[config.mk]
export PLATFORM = sky130hd
export DESIGN_NAME = selftest_ctrl_flat
export DESIGN_NICKNAME = d
export VERILOG_FILES = /design/src/design/aes_pkg.sv /design/src/design/selftest_pkg.sv /design/src/design/aes_ifs.sv /design/src/design/selftest_ctrl.sv /design/src/flat_wrapper.sv
export VERILOG_INCLUDE_DIRS = /design/src /design/src/design
export SDC_FILE = /design/constraint.sdc
export NUM_CORES = 1
export LEC_CHECK = 0
export BUFFER_PORTS_ARGS = -buffer_cell sky130_fd_sc_hd__buf_2
export CAP_MARGIN = 15
export CORE_AREA = 2 2 106 108
export CTS_CLUSTER_DIAMETER = 80
export DETAILED_ROUTE_END_ITERATION = 8
export DIE_AREA = 0 0 108 110
export PLACE_DENSITY = 0.7
export SLEW_MARGIN = 25
export SYNTH_ARGS = -nofsm -noshare
export SYNTH_HDL_FRONTEND = slang
export SYNTH_SLANG_ARGS = --single-unit
[constraint.sdc]
create_clock -name slow_clk -period 2.5 [get_ports slow_clk]
set_input_delay 0.5 -clock slow_clk [delete_from_list [all_inputs] [get_ports slow_clk]]
set_output_delay 0.5 -clock slow_clk [all_outputs]
set_load 0.03 [all_outputs]
[src/design/aes_macros.svh]
`ifndef AES_MACROS_SVH
`define AES_MACROS_SVH

// Rounds of AES-128
`define AES_NR 10

// Test blocks sent per run
`define AES_NUM_VECTORS 11

// Cycles allowed in WAIT_KEY before the run is abandoned
`define AES_KEY_TIMEOUT 16

`endif

[src/design/aes_pkg.sv]
`include "aes_macros.svh"

package aes_pkg;

    typedef logic [127:0] aes_block_t;                      // One state or round key
    typedef logic [`AES_NR:0][127:0] aes_round_keys_t;      // Round keys 0..NR

    // ------------------------------
    // GF(2^8) arithmetic
    // ------------------------------
    function automatic logic [7:0] xtime(input logic [7:0] b);
        return {b[6:0], 1'b0} ^ (b[7] ? 8'h1b : 8'h00);     // Multiply by x mod 0x11b
    endfunction

    function automatic logic [7:0] gf_mul(input logic [7:0] a, input logic [7:0] b);
        logic [7:0] p;
        logic [7:0] x;
        p = 8'h00;
        x = a;
        for (int i = 0; i < 8; i++) begin
            if (b[i])
                p = p ^ x;
            x = xtime(x);
        end
        return p;
    endfunction

    // Inverse as a^254, zero maps to zero
    function automatic logic [7:0] gf_inv(input logic [7:0] a);
        logic [7:0] r;
        logic [7:0] sq;
        r  = 8'h01;
        sq = a;
        for (int i = 1; i < 8; i++) begin
            sq = gf_mul(sq, sq);                             // a^(2^i)
            r  = gf_mul(r, sq);
        end
        return r;
    endfunction

    function automatic logic [7:0] rotl8(input logic [7:0] b, input int n);
        return (b << n) | (b >> (8 - n));
    endfunction

    // ------------------------------
    // S-boxes
    // ------------------------------
    function automatic logic [7:0] sbox(input logic [7:0] a);
        logic [7:0] v;
        v = gf_inv(a);
        return v ^ rotl8(v, 1) ^ rotl8(v, 2) ^ rotl8(v, 3) ^ rotl8(v, 4) ^ 8'h63;
    endfunction

    function automatic logic [7:0] inv_sbox(input logic [7:0] b);
        return gf_inv(rotl8(b, 1) ^ rotl8(b, 3) ^ rotl8(b, 6) ^ 8'h05);  // Undo affine first
    endfunction

    // ------------------------------
    // Whole-state round steps
    // ------------------------------
    function automatic aes_block_t sub_bytes(input aes_block_t s, input logic inv);
        aes_block_t o;
        for (int i = 0; i < 16; i++)
            o[8 * i +: 8] = inv ? inv_sbox(s[8 * i +: 8]) : sbox(s[8 * i +: 8]);
        return o;
    endfunction

    // Byte n = 4*col + row sits at bits 127-8n down
    function automatic aes_block_t shift_rows(input aes_block_t s, input logic inv);
        aes_block_t o;
        int src;
        for (int c = 0; c < 4; c++) begin
            for (int r = 0; r < 4; r++) begin
                src = inv ? 4 * ((c - r + 4) % 4) + r : 4 * ((c + r) % 4) + r;
                o[127 - 8 * (4 * c + r) -: 8] = s[127 - 8 * src -: 8];
            end
        end
        return o;
    endfunction

    function automatic aes_block_t mix_columns(input aes_block_t s, input logic inv);
        aes_block_t o;
        logic [3:0][7:0] m;
        logic [7:0] acc;
        m = inv ? 32'h0e0b0d09 : 32'h02030101;               // First matrix row
        for (int c = 0; c < 4; c++) begin
            for (int r = 0; r < 4; r++) begin
                acc = 8'h00;
                for (int k = 0; k < 4; k++)
                    acc = acc ^ gf_mul(m[3 - k], s[127 - 8 * (4 * c + (r + k) % 4) -: 8]);
                o[127 - 8 * (4 * c + r) -: 8] = acc;
            end
        end
        return o;
    endfunction

endpackage

[src/design/selftest_pkg.sv]
package selftest_pkg;

    typedef logic [3:0] vec_idx_t;                          // Tag carried with each block

    typedef enum logic [2:0] {
        IDLE,
        KEY_GEN,                                             // One-cycle expander kick
        WAIT_KEY,
        FEED,
        HALT                                                 // Left only by reset
    } selftest_state_t;

    // FIPS-197 appendix C.1 key and matching ciphertext of vector 0
    localparam aes_pkg::aes_block_t SELFTEST_KEY   = 128'h000102030405060708090a0b0c0d0e0f;
    localparam aes_pkg::aes_block_t KAT_CIPHERTEXT = 128'h69c4e0d86a7b0430d8cdb78070b4c55a;

    function automatic aes_pkg::aes_block_t test_vector(input vec_idx_t idx);
        case (idx)
            4'd0:    return 128'h00112233445566778899aabbccddeeff;  // KAT plaintext
            4'd1:    return 128'h00112233445566000099aabbccddeeff;
            4'd2:    return 128'h66542233445566000099aabbccddeeff;
            4'd3:    return 128'h00000000000000000000000000000000;
            4'd4:    return 128'h11111111111111111111111111111111;
            4'd5:    return 128'h10101010101010101010101010101010;
            4'd6:    return 128'h01010101010101010101010101010101;
            4'd7:    return 128'h05050505050505050505050505050505;
            4'd8:    return 128'hffffffffffffffffffffffffffffffff;
            4'd9:    return 128'h33333333333333333333333333333333;
            4'd10:   return 128'hcccccccccccccccccccccccccccccccc;
            default: return '0;
        endcase
    endfunction

endpackage

[src/design/aes_ifs.sv]
`timescale 1ns/1ps

// Key load request and the resulting round key set
interface key_sched_if;
    import aes_pkg::*;

    logic            start;                                  // Pulse, clears ready
    aes_block_t      key;
    logic            ready;                                  // Keys stable while high
    aes_round_keys_t round_keys;

    modport ctrl     (output start, output key, input ready);
    modport expander (input start, input key, output ready, output round_keys);
    modport reader   (input ready, input round_keys);
endinterface

// Valid-only block stream, no back-pressure
interface block_stream_if;
    import aes_pkg::*;
    import selftest_pkg::*;

    logic       valid;
    aes_block_t data;
    vec_idx_t   tag;                                         // Vector index of this block
    logic       last;                                        // Final block of the run

    modport src (output valid, output data, output tag, output last);
    modport snk (input valid, input data, input tag, input last);
endinterface

[src/design/selftest_ctrl.sv]
`timescale 1ns/1ps
`include "aes_macros.svh"

module selftest_ctrl (
    input  logic        slow_clk,
    input  logic        rst_n,
    input  logic        start,
    key_sched_if.ctrl   ks,
    block_stream_if.src feed,
    output logic        key_fail,
    output logic        idle,
    output logic        wait_key,
    output logic        feeding
);
    import selftest_pkg::*;

    localparam int WAIT_W = $clog2(`AES_KEY_TIMEOUT + 1);

    logic              start_meta;
    logic              start_sync;                           // Safe to use in the FSM
    selftest_state_t   state;
    vec_idx_t          feed_idx;
    logic [WAIT_W-1:0] wait_cnt;

    always_ff @(posedge slow_clk) begin
        if (!rst_n) begin
            start_meta <= 1'b0;
            start_sync <= 1'b0;
        end else begin
            start_meta <= start;
            start_sync <= start_meta;
        end
    end

    // ------------------------------
    // Sequencer
    // ------------------------------
    always_ff @(posedge slow_clk) begin
        if (!rst_n) begin
            state    <= IDLE;
            feed_idx <= '0;
            wait_cnt <= '0;
            key_fail <= 1'b0;
        end else begin
            case (state)
                IDLE:     if (start_sync) state <= KEY_GEN;
                KEY_GEN: begin
                    wait_cnt <= '0;
                    state    <= WAIT_KEY;
                end
                WAIT_KEY: begin
                    if (ks.ready) begin
                        feed_idx <= '0;
                        state    <= FEED;
                    end else if (wait_cnt == WAIT_W'(`AES_KEY_TIMEOUT - 1)) begin
                        key_fail <= 1'b1;                    // Expander never finished
                        state    <= HALT;
                    end else begin
                        wait_cnt <= wait_cnt + 1'b1;
                    end
                end
                FEED: begin
                    if (feed_idx == vec_idx_t'(`AES_NUM_VECTORS - 1))
                        state <= HALT;
                    else
                        feed_idx <= feed_idx + 1'b1;
                end
                HALT:     state <= HALT;                     // Wait for reset
                default:  state <= IDLE;
            endcase
        end
    end

    assign ks.start = (state == KEY_GEN);                    // Single cycle by construction
    assign ks.key   = SELFTEST_KEY;

    assign feed.valid = (state == FEED);
    assign feed.data  = test_vector(feed_idx);
    assign feed.tag   = feed_idx;
    assign feed.last  = feeding && (feed_idx == vec_idx_t'(`AES_NUM_VECTORS - 1));

    assign idle     = (state == IDLE);
    assign wait_key = (state == KEY_GEN) || (state == WAIT_KEY);
    assign feeding  = (state == FEED);
endmodule

[src/flat_wrapper.sv]
// flat-port wrapper written by rule: the top's interface ports become plain ports
module selftest_ctrl_flat import selftest_pkg::*;
  (slow_clk, rst_n, start, key_fail, idle, wait_key, feeding, ks_start, ks_key, ks_ready, feed_valid, feed_data, feed_tag, feed_last);
  key_sched_if ks_i ();
  block_stream_if feed_i ();
  input  logic slow_clk;
  input  logic rst_n;
  input  logic start;
  output logic key_fail;
  output logic idle;
  output logic wait_key;
  output logic feeding;
  output wire logic [$bits(ks_i.start)-1:0] ks_start;
  output wire logic [$bits(ks_i.key)-1:0] ks_key;
  input wire logic [$bits(ks_i.ready)-1:0] ks_ready;
  output wire logic [$bits(feed_i.valid)-1:0] feed_valid;
  output wire logic [$bits(feed_i.data)-1:0] feed_data;
  output wire logic [$bits(feed_i.tag)-1:0] feed_tag;
  output wire logic [$bits(feed_i.last)-1:0] feed_last;
  assign ks_start = ks_i.start;
  assign ks_key = ks_i.key;
  assign ks_i.ready = ks_ready;
  assign feed_valid = feed_i.valid;
  assign feed_data = feed_i.data;
  assign feed_tag = feed_i.tag;
  assign feed_last = feed_i.last;
  selftest_ctrl u_core (.slow_clk(slow_clk), .rst_n(rst_n), .start(start), .ks(ks_i), .feed(feed_i), .key_fail(key_fail), .idle(idle), .wait_key(wait_key), .feeding(feeding));
endmodule
# After elaboration in Yosys (flattened, before gate mapping)
# Memories as Yosys holds them, arrays and structs flattened. A register that Yosys moved wholly into a read port is not among the register bits.
# Index checks and enable logic that the tools add are counted.
# word_totals
ramBits,0
n_memories,1
out_inout_bits,267
latch_bits,0
input_bits,4
wordCells,45
rom_bits,2048
regBits,15
# memory_table
memory,words,word_bits,rd,rd_clocked_by_memory_dff,wr,line,rtl
(name not given),16,128,1,1,0,selftest_pkg.sv:18,case (idx)
# classes
n_reduce_logical,9
bitwise,1
muxes,13
div,0
n_shift,0
multipliers,0
n_lt_le_gt_ge,0
n_eq_ne,13
n_addsub,2
# op_table
op,n
$mux 4,4
$pmux 3 s5,1
$mux 3,4
$reduce_and 3->1,4
$mux 5,2
$ne 2x2->1 const B,5
$pmux 5 s2,1
$pmux 4 s2,1
$eq 3x2->1 const B,2
$add 5x1->5 const B,1
$eq 5x4->1 const B,1
$add 4x1->4 const B,1
$eq 4x4->1 const B,1
$reduce_bool 2->1,2
$eq 3x1->1 const B,1
$eq 3x3->1 const B,1
$logic_not 3->1,1
$ne 3x2->1 const B,1
$ne 2x1->1 const B,1
$logic_and 1x1->1,1
$logic_or 1x1->1,1
$not 1->1,1

# Logic depth before layout (Yosys ltp)
# Gate-level depths: netlist (run 1).
# depth
word_depth,5
ltp_mapped,8
mapped_depth_nobuf,8

# Worst setup path after synthesis (run 1)
# No wires, ideal clock.
# synth_timing
kind,register to register
startpoint,register u_core.feed_idx[0] (netlist: u_core.feed.tag[0])
endpoint,"register, netlist name u_core.feed.data[116]"
setup_ns,0.114
slack_ns,0.227
arrival_time_ns,2.158
path_buffers,0
stages_incl_launch_ff,8
path_cell_list,dfxtp_1 -> inv_1 -> ha_1 -> and3b_1 -> nor4b_1 -> o21ai_2 -> a32oi_2 -> a21bo_1
# synth_between
elab_chain_len,5
# synth_lines
item,line,rtl
"start, declared",selftest_ctrl.sv:22,vec_idx_t feed_idx;
"start signal, assigned",selftest_ctrl.sv:66,feed_idx <= feed_idx + 1'b1;
$add 4x1->4 / $eq 4x4->1 (equally long branches),"selftest_ctrl.sv:66, selftest_ctrl.sv:63",
$mux 4 / $ne 2x2->1 (equally long branches),--,
$pmux 4 s2 / $reduce_and 3->1 (equally long branches),--,
$mux 4 (no source line) (*) (2 in a row),--,
# Mark *: on every way between the ends. The rest lies on a longest branch, timed or not. The select of a mux whose other input is x is not followed.
# A chain may end at the register's enable or synchronous reset.

# Final worst setup path (run 1)
# layout_timing
startpoint,register u_core.feed_idx[0] (netlist: u_core.feed.tag[0])
endpoint,"register, netlist name u_core.feed.data[116]"
# layout_between
elab_chain_len,5
# layout_lines
item,line
$add 4x1->4 / $eq 4x4->1 (equally long branches),"selftest_ctrl.sv:66, selftest_ctrl.sv:63"
$mux 4 / $ne 2x2->1 (equally long branches),--
$pmux 4 s2 / $reduce_and 3->1 (equally long branches),--
$mux 4 (no source line) (*) (2 in a row),--
# Marked as above.

==> summary.txt, run 1 <==
Critical path
  – Crit path buffers/inverters: 1
  – CP Depth: 7
  – Crit-path slowest cell: dfxtp_1
  – Worst Reg2Reg Path Length in Cells: 7
  – Crit end category: flop
  – WP data required: 2.69 ns
  – Worst-path maximum fanout: 9
  – Cell Chain, Critical Path: inv_1 > ha_1 > and3b_1 > nor4b_1 > o21ai_2 > a32oi_2 > a21bo_1
  – Startpoint Class: flop
  – CP peak stage delay: 0.47 ns
  – Worst Path Arrival: around 2.4 ns
  – Critical path class: flop to flop
  – Delay-heaviest family, CP: compound AO/OA/AOI/OAI gates

Yosys
  – Synth unique cells: ~50
  – Post-synthesis compound-gate area fraction: 9.41%
  – Post-synthesis mux area share: less than 1%
  – Adder-cell share of the synthesized area: between 1 and 1.5%
  – Avg Cell Area, Syn: 8.16 um^2
  – Syn. warnings: 0
  – Largest family of logic cells by synthesized area: buffers and inverters
  – Synth Cell Area: 3360 um^2
  – Synth Register Bits: 34
  – Syn Inst Count: 412
  – Simple-gate portion of the synthesized area: 11.5%
  – Seq/Total Area, Yosys: roughly a fifth
  – Post-Synth XOR/XNOR Area: less than 1%

Finish
  – Commonest non-fill, non-tap cells in the layout: buf_2, conb_1, dfxtp_1
  – Most common cell after layout, fill and taps aside: buf_2
  – Layout cells sized above 1: ~37%
  – ANT cells: 0
  – Final #Nets: ~450
  – P&R area growth vs syn: -11.3%

Clocking
  – Insertion delay to the later sink of the worst-skew pair: 0.29 ns
  – CTS tree: yes
  – Clk sinks: 34
  – Total CTS buffers: 5
  – Post-CTS sizing: 0
  – CTS Root Buffer Type: clkbuf_8
  – CTS max path bufs: 2
  – CTS H-Tree Depth: 2
  – Clock-pin slew on the worst setup and hold paths: about 0.080 ns
  – Post-CTS Hold Fix Bufs: 0
  – Total setup buffers inserted after CTS: 0

Place
  – Port-buffer cells: between 100 and 150
  – Pre-CTS WS: about 0.29 ns
  – Hpwl dp: 4400 um
  – Gpl congestion: approximately 0.84

STA
  – WHS: approximately 0.4 ns
  – RSZ-0062 raised after global routing: no
  – Max-slew violation count: 0
  – Fmax: roughly 0.44 GHz
  – Total Neg Setup Slack: 0 ns
  – Final hold vios: 0
  – Layout Skew: approximately 0.013 ns
  – Final setup fails: 0
  – Period Utilization, post-route: roughly nine tenths
  – Tmin final: 2.25 ns
  – PnR worst setup slack: approximately 0.25 ns

Run
  – Max-Cap Viols: 0

Pwr
  – Pleak: roughly 1.7 nW
  – Power density over the cells: 415 nW/um^2
  – Worst ir drop on vdd: approximately 0.00019 V

Drt
  – DRC viols: 0
  – Drt total wl: 5520 um
  – Vias per cell: approximately 3.6
  – First-pass DRT Iterations: 4
  – DRT antenna net count: 0
  – WL/cell: about 9.4 um
  – Initial DRC Count: 38
  – Vias: 2083

GRT
  – GRT Overall Usage: about 8.0%
  – Vias in the first global route: between 1000 and 1500
  – First-pass GRT wire length: 7240 um
  – Largest net degree at the start of global routing: 23
  – Initial antenna violation count: 0
  – Global route total overflow: 0

Min path
  – Hold crit path type: input pin to flop
  – WHS Path Cells: 2

Die
  – Core Area: roughly 11000 um^2
  – Die area: between 10000 and 15000 um^2
  – Io pins: ~270
  – Starting density of the core: a little under a third
  – Die width: 108 um
  – DIE HEIGHT: 110 um
  – Row count: 38

Outcome
  – Status: finished clean
routing by layer:
| metal | part of all wire [%] | track usage (%) | wire length (um) |
|---|---|---|---|
| met1 | 39 | 10.0 | 2160 |
| met4 | 1.1 | 2.75 | 62 |
| met3 | 13 | 2.88 | 730 |
| met5 | 0 | 0 | 0 |
| met2 | 46 | 12.7 | 2570 |
worst reg2reg max path: stages (launching register included):
cell,delay (ns)
dfxtp_1,0.47
inv_1,0.15
ha_1,0.23
and3b_1,0.23
nor4b_1,0.37
o21ai_2,0.18
a32oi_2,0.29
a21bo_1,0.23
flip-flops by register name, indices dropped and copies added, names as in the netlist:
name,count
u_core.feed.data,19
u_core.wait_cnt,5
u_core.feed.tag,4
u_core.state,3
u_core.key_fail,1
u_core.start_meta,1
u_core.start_sync,1
metrics by stage:
stage                     util, %  cells  total power, mW  cell area [um^2]
after floorplan                 -    538             1.00              3840
after global placement       27.2    579            0.859              2910
after detailed placement     27.2    579            0.859              2910
after CTS                    27.9    586             1.25              2980
after global routing         27.9    586             1.29              2980
final                        27.9    586             1.24              2980
where the power goes:
group          switching, mW  internal (mW)
combinational          0.285         0.0166
sequential           0.00479          0.545
clock                  0.201          0.187
final timing paths:
check                                        from                             to  slack, ns
setup / recovery  u_core.feed.tag[0]$_SDFFE_PN0N_  u_core.feed.data[116]$_DFF_P_       0.25
hold / removal                              start   u_core.start_meta$_SDFF_PN0_       0.41
setup reg to reg  u_core.feed.tag[0]$_SDFFE_PN0N_  u_core.feed.data[116]$_DFF_P_       0.25
hold reg to reg      u_core.start_meta$_SDFF_PN0_   u_core.start_sync$_SDFF_PN0_       0.44
cell families (layout without fill, tap and decap cells):
logic type	Yosys count	in the layout
xor+xnor	2	2
compound gates	42	42
flops	34	34
fa+ha+maj	4	4
buf+inv	254	162
mux	3	3
other cells	2	128
simple gates	71	71
final cells by class:
cell class,instances,area [um^2]
clock buffers,5,68.8
clock inverters,2,10.0
fillers,1222,7710
inverters,11,43.8
multi-input cells,250,1280
flip-flops and latches,34,681
well taps,140,175
repair buffers,144,726
Yosys cell counts (all sizes together):
library cell | n | area [um^2]
and2 | 5 | 31.3
nand2 | 15 | 58.8
a31o | 1 | 8.76
a21bo | 1 | 10.0
and3b | 1 | 8.76
o2111ai | 1 | 8.76
nor2b | 5 | 31.3
o211a | 2 | 20.0
nand2b | 2 | 12.5
and3 | 3 | 18.8
nor2 | 18 | 70.1
nor3 | 7 | 35.0
nor4b | 1 | 8.76
or3 | 1 | 6.26
nand3 | 4 | 20.0
o2111a | 1 | 11.3
o211ai | 1 | 7.51
a21boi | 4 | 30.0
o21a | 3 | 22.5
mux2i | 3 | 30.0
buf | 242 | 1830
clkbuf | 1 | 3.75
o22ai | 4 | 25.0
conb | 2 | 7.51
xor2 | 2 | 17.5
nor4 | 1 | 6.26
ha | 4 | 50.1
o31ai | 2 | 15.0
nand4bb | 1 | 11.3
inv | 11 | 43.8
a21oi | 10 | 61.3
o21ai | 10 | 68.8
nand3b | 2 | 27.5
a32oi | 1 | 16.3
o221a | 1 | 11.3
dfxtp | 34 | 681
nand4 | 3 | 18.8
or4b | 1 | 13.8
or2 | 1 | 6.26
(Power assumes the default switching activity.)
==> inputs of run 2 (changes only) <==
--- a/config.mk
+++ b/config.mk
@@ -12,7 +12,8 @@
 export CTS_CLUSTER_DIAMETER = 80
 export DETAILED_ROUTE_END_ITERATION = 8
 export DIE_AREA = 0 0 108 110
-export PLACE_DENSITY = 0.7
+export PLACE_DENSITY = 0.72
+export SKIP_CTS_REPAIR_TIMING = 1
 export SLEW_MARGIN = 25
 export SYNTH_ARGS = -nofsm -noshare
 export SYNTH_HDL_FRONTEND = slang
==> constraint.sdc (replaced) <==
create_clock -name slow_clk -period 2 [get_ports slow_clk]
set_input_delay 0.4 -clock slow_clk [delete_from_list [all_inputs] [get_ports slow_clk]]
set_output_delay 0.4 -clock slow_clk [all_outputs]
set_load 0.03 [all_outputs]
==> summary.txt, run 2 (synthesis results as in run 1) <==
Critical path
  – WP data required: 2.19 ns (-0.50 ns)
  – RR Endpoint: u_core.wait_cnt[3]$_SDFFE_PN0P_
  – Worst Path Arrival: 2.23 ns (-0.21 ns)
  – Crit end category: flop
  – Worst Reg2Reg Path Length in Cells: 8 (+1)
  – Critical path class: flop to flop
  – Worst-path maximum fanout: 5 (-4)
  – Reg-to-reg setup timing slack: -0.03 ns (-0.28 ns)
  – Startpoint Class: flop
  – Crit path from: u_core.wait_cnt[0]$_SDFFE_PN0P_
  – Worst reg2reg path startpoint: u_core.wait_cnt[0]$_SDFFE_PN0P_
  – Critical Path End: u_core.wait_cnt[3]$_SDFFE_PN0P_

Finish
  – Commonest non-fill, non-tap cells in the layout: buf_2, conb_1, dfxtp_1
  – Final Cell Area: 3240 um^2 (+8.5%)
  – P&R area growth vs syn: -3.76%
  – Final #Nets: 474 (+4.4%)
  – Most common cell after layout, fill and taps aside: buf_2
  – Max reg flops: 19 (unchanged)
  – Layout cells sized above 1: 43.0% (+5.8 points)
  – ANT cells: 0 (unchanged)

Place
  – Gpl congestion: 0.849 (+1.5%)
  – Placed cell areas: 3030 um^2 (+4.4%)
  – Pre-CTS WS: -0.0202 ns (-0.315 ns)
  – Port-buffer cells: 142 (unchanged)
  – Hpwl dp: 5190 um (+18%)

Clocking
  – CTS max path bufs: 2 (unchanged)
  – CTS Root Buffer Type: clkbuf_8
  – Insertion delay to the later sink of the worst-skew pair: 0.29 ns (about the same)
  – CTS tree: yes
  – Total CTS buffers: 5 (unchanged)
  – Clk sinks: 34 (unchanged)
  – CTS H-Tree Depth: 2 (unchanged)
  – Clock-pin slew on the worst setup and hold paths: 0.07 ns (about the same)

GRT
  – GRT Overall Usage: 8.60% (+0.62 points)
  – Vias in the first global route: 1557 (+9.2%)
  – Largest net degree at the start of global routing: 23 (unchanged)
  – Initial antenna violation count: 0 (unchanged)
  – First-pass GRT wire length: 7870 um (+8.8%)
  – Global route total overflow: 0 (unchanged)

STA
  – Final setup fails: 3 (+3)
  – Slew @ Worst Pin: between 0.5 and 0.6 ns
  – Final hold vios: 0 (unchanged)
  – Total Neg Setup Slack: -0.0554 ns (-0.0554 ns)
  – Worst relative slew slack: 63.4%
  – Layout Skew: 0.00857 ns (-0.00445 ns)
  – PnR worst setup slack: -0.0323 ns (-0.278 ns)
  – RSZ-0062 raised after global routing: yes
  – Period Utilization, post-route: 102% (+11 points)
  – Fmax: 0.492 GHz (+11%)
  – Tmin final: 2.03 ns (-0.222 ns)
  – Max-slew violation count: 0 (unchanged)

Drt
  – Vias: 2158 (+3.6%)
  – DRC viols: 0 (unchanged)
  – DRT antenna net count: 0 (unchanged)
  – Vias per cell: 3.56 (about the same)
  – WL/cell: 10.1 um (+6.9%)
  – Drt total wl: 6110 um (+11%)
  – First-pass DRT Iterations: 4 (unchanged)
  – Initial DRC Count: 80 (+110%)

Die
  – DIE HEIGHT: 110 um (unchanged)
  – Die area: 11900 um^2 (unchanged)
  – Starting density of the core: 31.4% (unchanged)
  – Row count: 38 (unchanged)
  – Die width: 108 um (unchanged)
  – Io pins: 271 (unchanged)
  – Core Area: 10700 um^2 (unchanged)

Outcome
  – Failing checks: setup timing
  – Status: finished, violations left

Min path
  – Hold crit path type: input pin to flop

Pwr
  – Power density over the cells: 514 nW/um^2 (+24%)
  – Pleak: 1.85 nW (+6.5%)
  – Worst ir drop on vdd: 0.000340 V (+79%)
  – Tot Pwr: 1.67 mW (+34%)

Run
  – Max-Cap Viols: 0 (unchanged)
## run 2: worst min path at each step
| stage | endpoint | depth (start not counted) | startpoint | slack (ns) |
|---|---|---|---|---|
| 6_report | u_core.start_meta$_SDFF_PN0_ | 2 | start | 0.31 |
| 5_1_grt | u_core.start_meta$_SDFF_PN0_ | 2 | start | 0.30 |
| 4_1_cts | u_core.start_meta$_SDFF_PN0_ | 2 | start | 0.30 |
| 3_5_place_dp | u_core.start_sync$_SDFF_PN0_ | 1 | u_core.start_meta$_SDFF_PN0_ | 0.42 |
| 3_3_place_gp | u_core.start_sync$_SDFF_PN0_ | 1 | u_core.start_meta$_SDFF_PN0_ | 0.41 |
| 2_1_floorplan | u_core.start_sync$_SDFF_PN0_ | 1 | u_core.start_meta$_SDFF_PN0_ | 0.41 |
## run 2: critical path: stages, from the launching register on
cell,delay (ns)
dfxtp_2,0.34
ha_4,0.15
and3_4,0.18
ha_4,0.15
or4b_4,0.52
a21oi_4,0.23
nand4_1,0.13
xor2_1,0.18
nor2_2,0.04
## run 2: stage by stage
stage | instances | hold WS (ns) | utilization (%)
2_1_floorplan | 538 | 0.412 | -
3_3_place_gp | 594 | 0.413 | 28.4
3_5_place_dp | 594 | 0.421 | 28.4
4_1_cts | 602 | 0.303 | 29.4
5_1_grt | 607 | 0.299 | 30.3
6_report | 607 | 0.307 | 30.3
## run 2: report_power, final
group          leakage [nW]  switching, mW  internal (mW)
clock network        0.0575          0.241          0.347
logic                  1.52          0.360         0.0306
registers             0.278        0.00570          0.680
total                  1.85          0.607           1.06
## run 2: per-layer routing
layer / vias up / global-route usage [%] / wire length (um)
met4: 0 / 1.83 / 35
met5: - / 0 / 0
li1: 1065 / - / -
met3: 5 / 2.88 / 544
met2: 117 / 15.0 / 3180
met1: 971 / 10.3 / 2350
## run 2: cell type report
| cell class | count | area (um^2) |
|---|---|---|
| repair buffers | 164 | 883 |
| clock buffers | 8 | 110 |
| well taps | 140 | 175 |
| flip-flops and latches | 34 | 689 |
| fillers | 1173 | 7460 |
| multi-input cells | 250 | 1340 |
| inverters | 11 | 43.8 |
==> inputs of run 3 (changes only) <==
--- a/config.mk
+++ b/config.mk
@@ -12,7 +12,7 @@
 export CTS_CLUSTER_DIAMETER = 80
 export DETAILED_ROUTE_END_ITERATION = 8
 export DIE_AREA = 0 0 108 110
-export PLACE_DENSITY = 0.72
+export PLACE_DENSITY = 0.7
 export SKIP_CTS_REPAIR_TIMING = 1
 export SLEW_MARGIN = 25
 export SYNTH_ARGS = -nofsm -noshare
==> constraint.sdc (replaced) <==
create_clock -name slow_clk -period 2.2 [get_ports slow_clk]
set_input_delay 0.44 -clock slow_clk [delete_from_list [all_inputs] [get_ports slow_clk]]
set_output_delay 0.44 -clock slow_clk [all_outputs]
set_load 0.03 [all_outputs]
==> summary.txt, run 3 (synthesis results as in run 1) <==
Drt
  – First-pass DRT Iterations: 4 (unchanged)
  – Drt total wl: 5530 um (-9.4%)
  – DRC viols: 0 (unchanged)
  – Initial DRC Count: 51 (-36%)
  – DRT antenna net count: 0 (unchanged)
  – Vias: 2100 (-2.7%)
  – WL/cell: 9.38 um (-6.8%)
  – Vias per cell: 3.56 (+0.12%)

Critical path
  – Crit end category: flop
  – Worst Path Arrival: 2.29 ns (+0.06 ns)
  – Critical path class: flop to flop
  – Delay-heaviest family, CP: simple AND/OR/NAND/NOR gates
  – Worst-path maximum fanout: 7 (+2)
  – Crit path buffers/inverters: 0 (unchanged)
  – CP peak stage delay: 0.50 ns (-0.02 ns)
  – WP data required: 2.38 ns (+0.19 ns)
  – Cell Chain, Critical Path: ha_2 > and3_1 > ha_1 > or4b_4 > a21oi_4 > nand4_1 > xor2_1 > nor2_2
  – Startpoint Class: flop
  – Crit-path slowest cell: or4b_4

Pwr
  – Clock share of power: 37.3% (+2.0 points)
  – Switching share of power: 35.3% (-1.2 points)
  – Power density over the cells: 506 nW/um^2 (-1.6%)
  – Flop pwr share: 40.2% (-1.0 points)
  – Switching pwr: 0.547 mW (-9.9%)
  – Tot Pwr: 1.55 mW (-6.8%)
  – Worst ir drop on vdd: 0.000257 V (-24%)
  – Pleak: 1.77 nW (-4.5%)
  – Int Power: 1.00 mW (-5.1%)
  – Gate power share: 22.5% (-1.0 points)

Place
  – Pre-CTS WS: 0.0365 ns (+0.0567 ns)
  – Placed Cells incl. Taps: 581 (-2.2%)
  – Port-buffer cells: 142 (unchanged)
  – Placed cell areas: 2920 um^2 (-3.7%)
  – Hpwl dp: 4430 um (-15%)
  – Gpl congestion: 0.842 (-0.79%)

Clocking
  – Clk sinks: 34 (unchanged)
  – CTS H-Tree Depth: 2 (unchanged)
  – CTS max path bufs: 2 (unchanged)
  – Clock-pin slew on the worst setup and hold paths: 0.07 ns (about the same)
  – Insertion delay to the later sink of the worst-skew pair: 0.29 ns (about the same)
  – CTS Root Buffer Type: clkbuf_8
  – CTS tree: yes
  – Total CTS buffers: 5 (unchanged)

Die
  – Io pins: 271 (unchanged)
  – Row count: 38 (unchanged)
  – Starting density of the core: 31.4% (unchanged)
  – Core Area: 10700 um^2 (unchanged)
  – DIE HEIGHT: 110 um (unchanged)
  – Die area: 11900 um^2 (unchanged)
  – Die width: 108 um (unchanged)

Finish
  – Layout cells sized above 1: 38.9% (-4.2 points)
  – Max reg flops: 19 (unchanged)
  – Final std cells w/o fill: 590 (-2.8%)
  – Commonest non-fill, non-tap cells in the layout: buf_2, conb_1, dfxtp_1
  – Most common cell after layout, fill and taps aside: buf_2
  – Final Cell Area: 3060 um^2 (-5.3%)
  – Final #Nets: 458 (-3.4%)
  – P&R area growth vs syn: -8.89%
  – ANT cells: 0 (unchanged)

STA
  – WHS: 0.358 ns (+0.0502 ns)
  – Layout Skew: 0.00821 ns (-0.000360 ns)
  – Tmin final: 2.11 ns (+0.0779 ns)
  – PnR worst setup slack: 0.0898 ns (+0.122 ns)
  – Final setup fails: 0 (-3)
  – Period Utilization, post-route: 95.9% (-5.7 points)
  – Fmax: 0.474 GHz (-3.7%)
  – Max-slew violation count: 0 (unchanged)
  – Final hold vios: 0 (unchanged)

Run
  – Max-Cap Viols: 0 (unchanged)

Outcome
  – Status: finished clean

GRT
  – Largest net degree at the start of global routing: 23 (unchanged)
  – GRT Overall Usage: 7.75% (-0.84 points)
  – Global route total overflow: 0 (unchanged)
  – Initial antenna violation count: 0 (unchanged)
  – First-pass GRT wire length: 7030 um (-11%)
  – Vias in the first global route: 1398 (-10%)

Min path
  – Hold crit path type: input pin to flop
run 3: layout make-up:
type | instances | area (um^2)
flip-flops and latches | 34 | 683
clock buffers | 6 | 82.6
clock inverters | 1 | 30.0
inverters | 11 | 43.8
fillers | 1173 | 7630
multi-input cells | 250 | 1290
well taps | 140 | 175
repair buffers | 148 | 756
run 3: final timing paths:
| path | start | to | slack, ns | depth (start not counted) |
|---|---|---|---|---|
| max reg2reg | u_core.wait_cnt[0]$_SDFFE_PN0P_ | u_core.wait_cnt[3]$_SDFFE_PN0P_ | 0.09 | 8 |
| min reg2reg | u_core.start_meta$_SDFF_PN0_ | u_core.start_sync$_SDFF_PN0_ | 0.44 | 1 |
| max | u_core.wait_cnt[0]$_SDFFE_PN0P_ | u_core.wait_cnt[3]$_SDFFE_PN0P_ | 0.09 | 8 |
| min | start | u_core.start_meta$_SDFF_PN0_ | 0.36 | 2 |
run 3: worst reg2reg max path, cell delays in order, from the launching register on:
cell and delay, ns:
dfxtp_1 0.34, ha_2 0.19, and3_1 0.17, ha_1 0.20
or4b_4 0.50, a21oi_4 0.23, nand4_1 0.14, xor2_1 0.20
nor2_2 0.04
run 3: metrics by stage:
stage	utilization (%)	TNS (ns)
finish	28.6	0
global route	28.6	-0.00198
CTS	28.4	0
detailed placement	27.3	0
global placement	27.3	0
floorplan	-	0
run 3: power groups by stage:
stage | logic (mW) | registers [mW] | clock network, mW
after CTS | 0.339 | 0.624 | 0.598
final | 0.349 | 0.624 | 0.578
after global routing | 0.367 | 0.624 | 0.629
after floorplan | 0.505 | 0.635 | 0
after global placement | 0.338 | 0.638 | 0
after detailed placement | 0.339 | 0.638 | 0
run 3: routing by layer:
layer	track usage [%]	share of wire, %	up-vias
met5	0	0	-
met4	2.56	0.80	0
met3	2.94	12	5
met2	13.2	48	154
met1	9.02	39	907
li1	-	-	1034
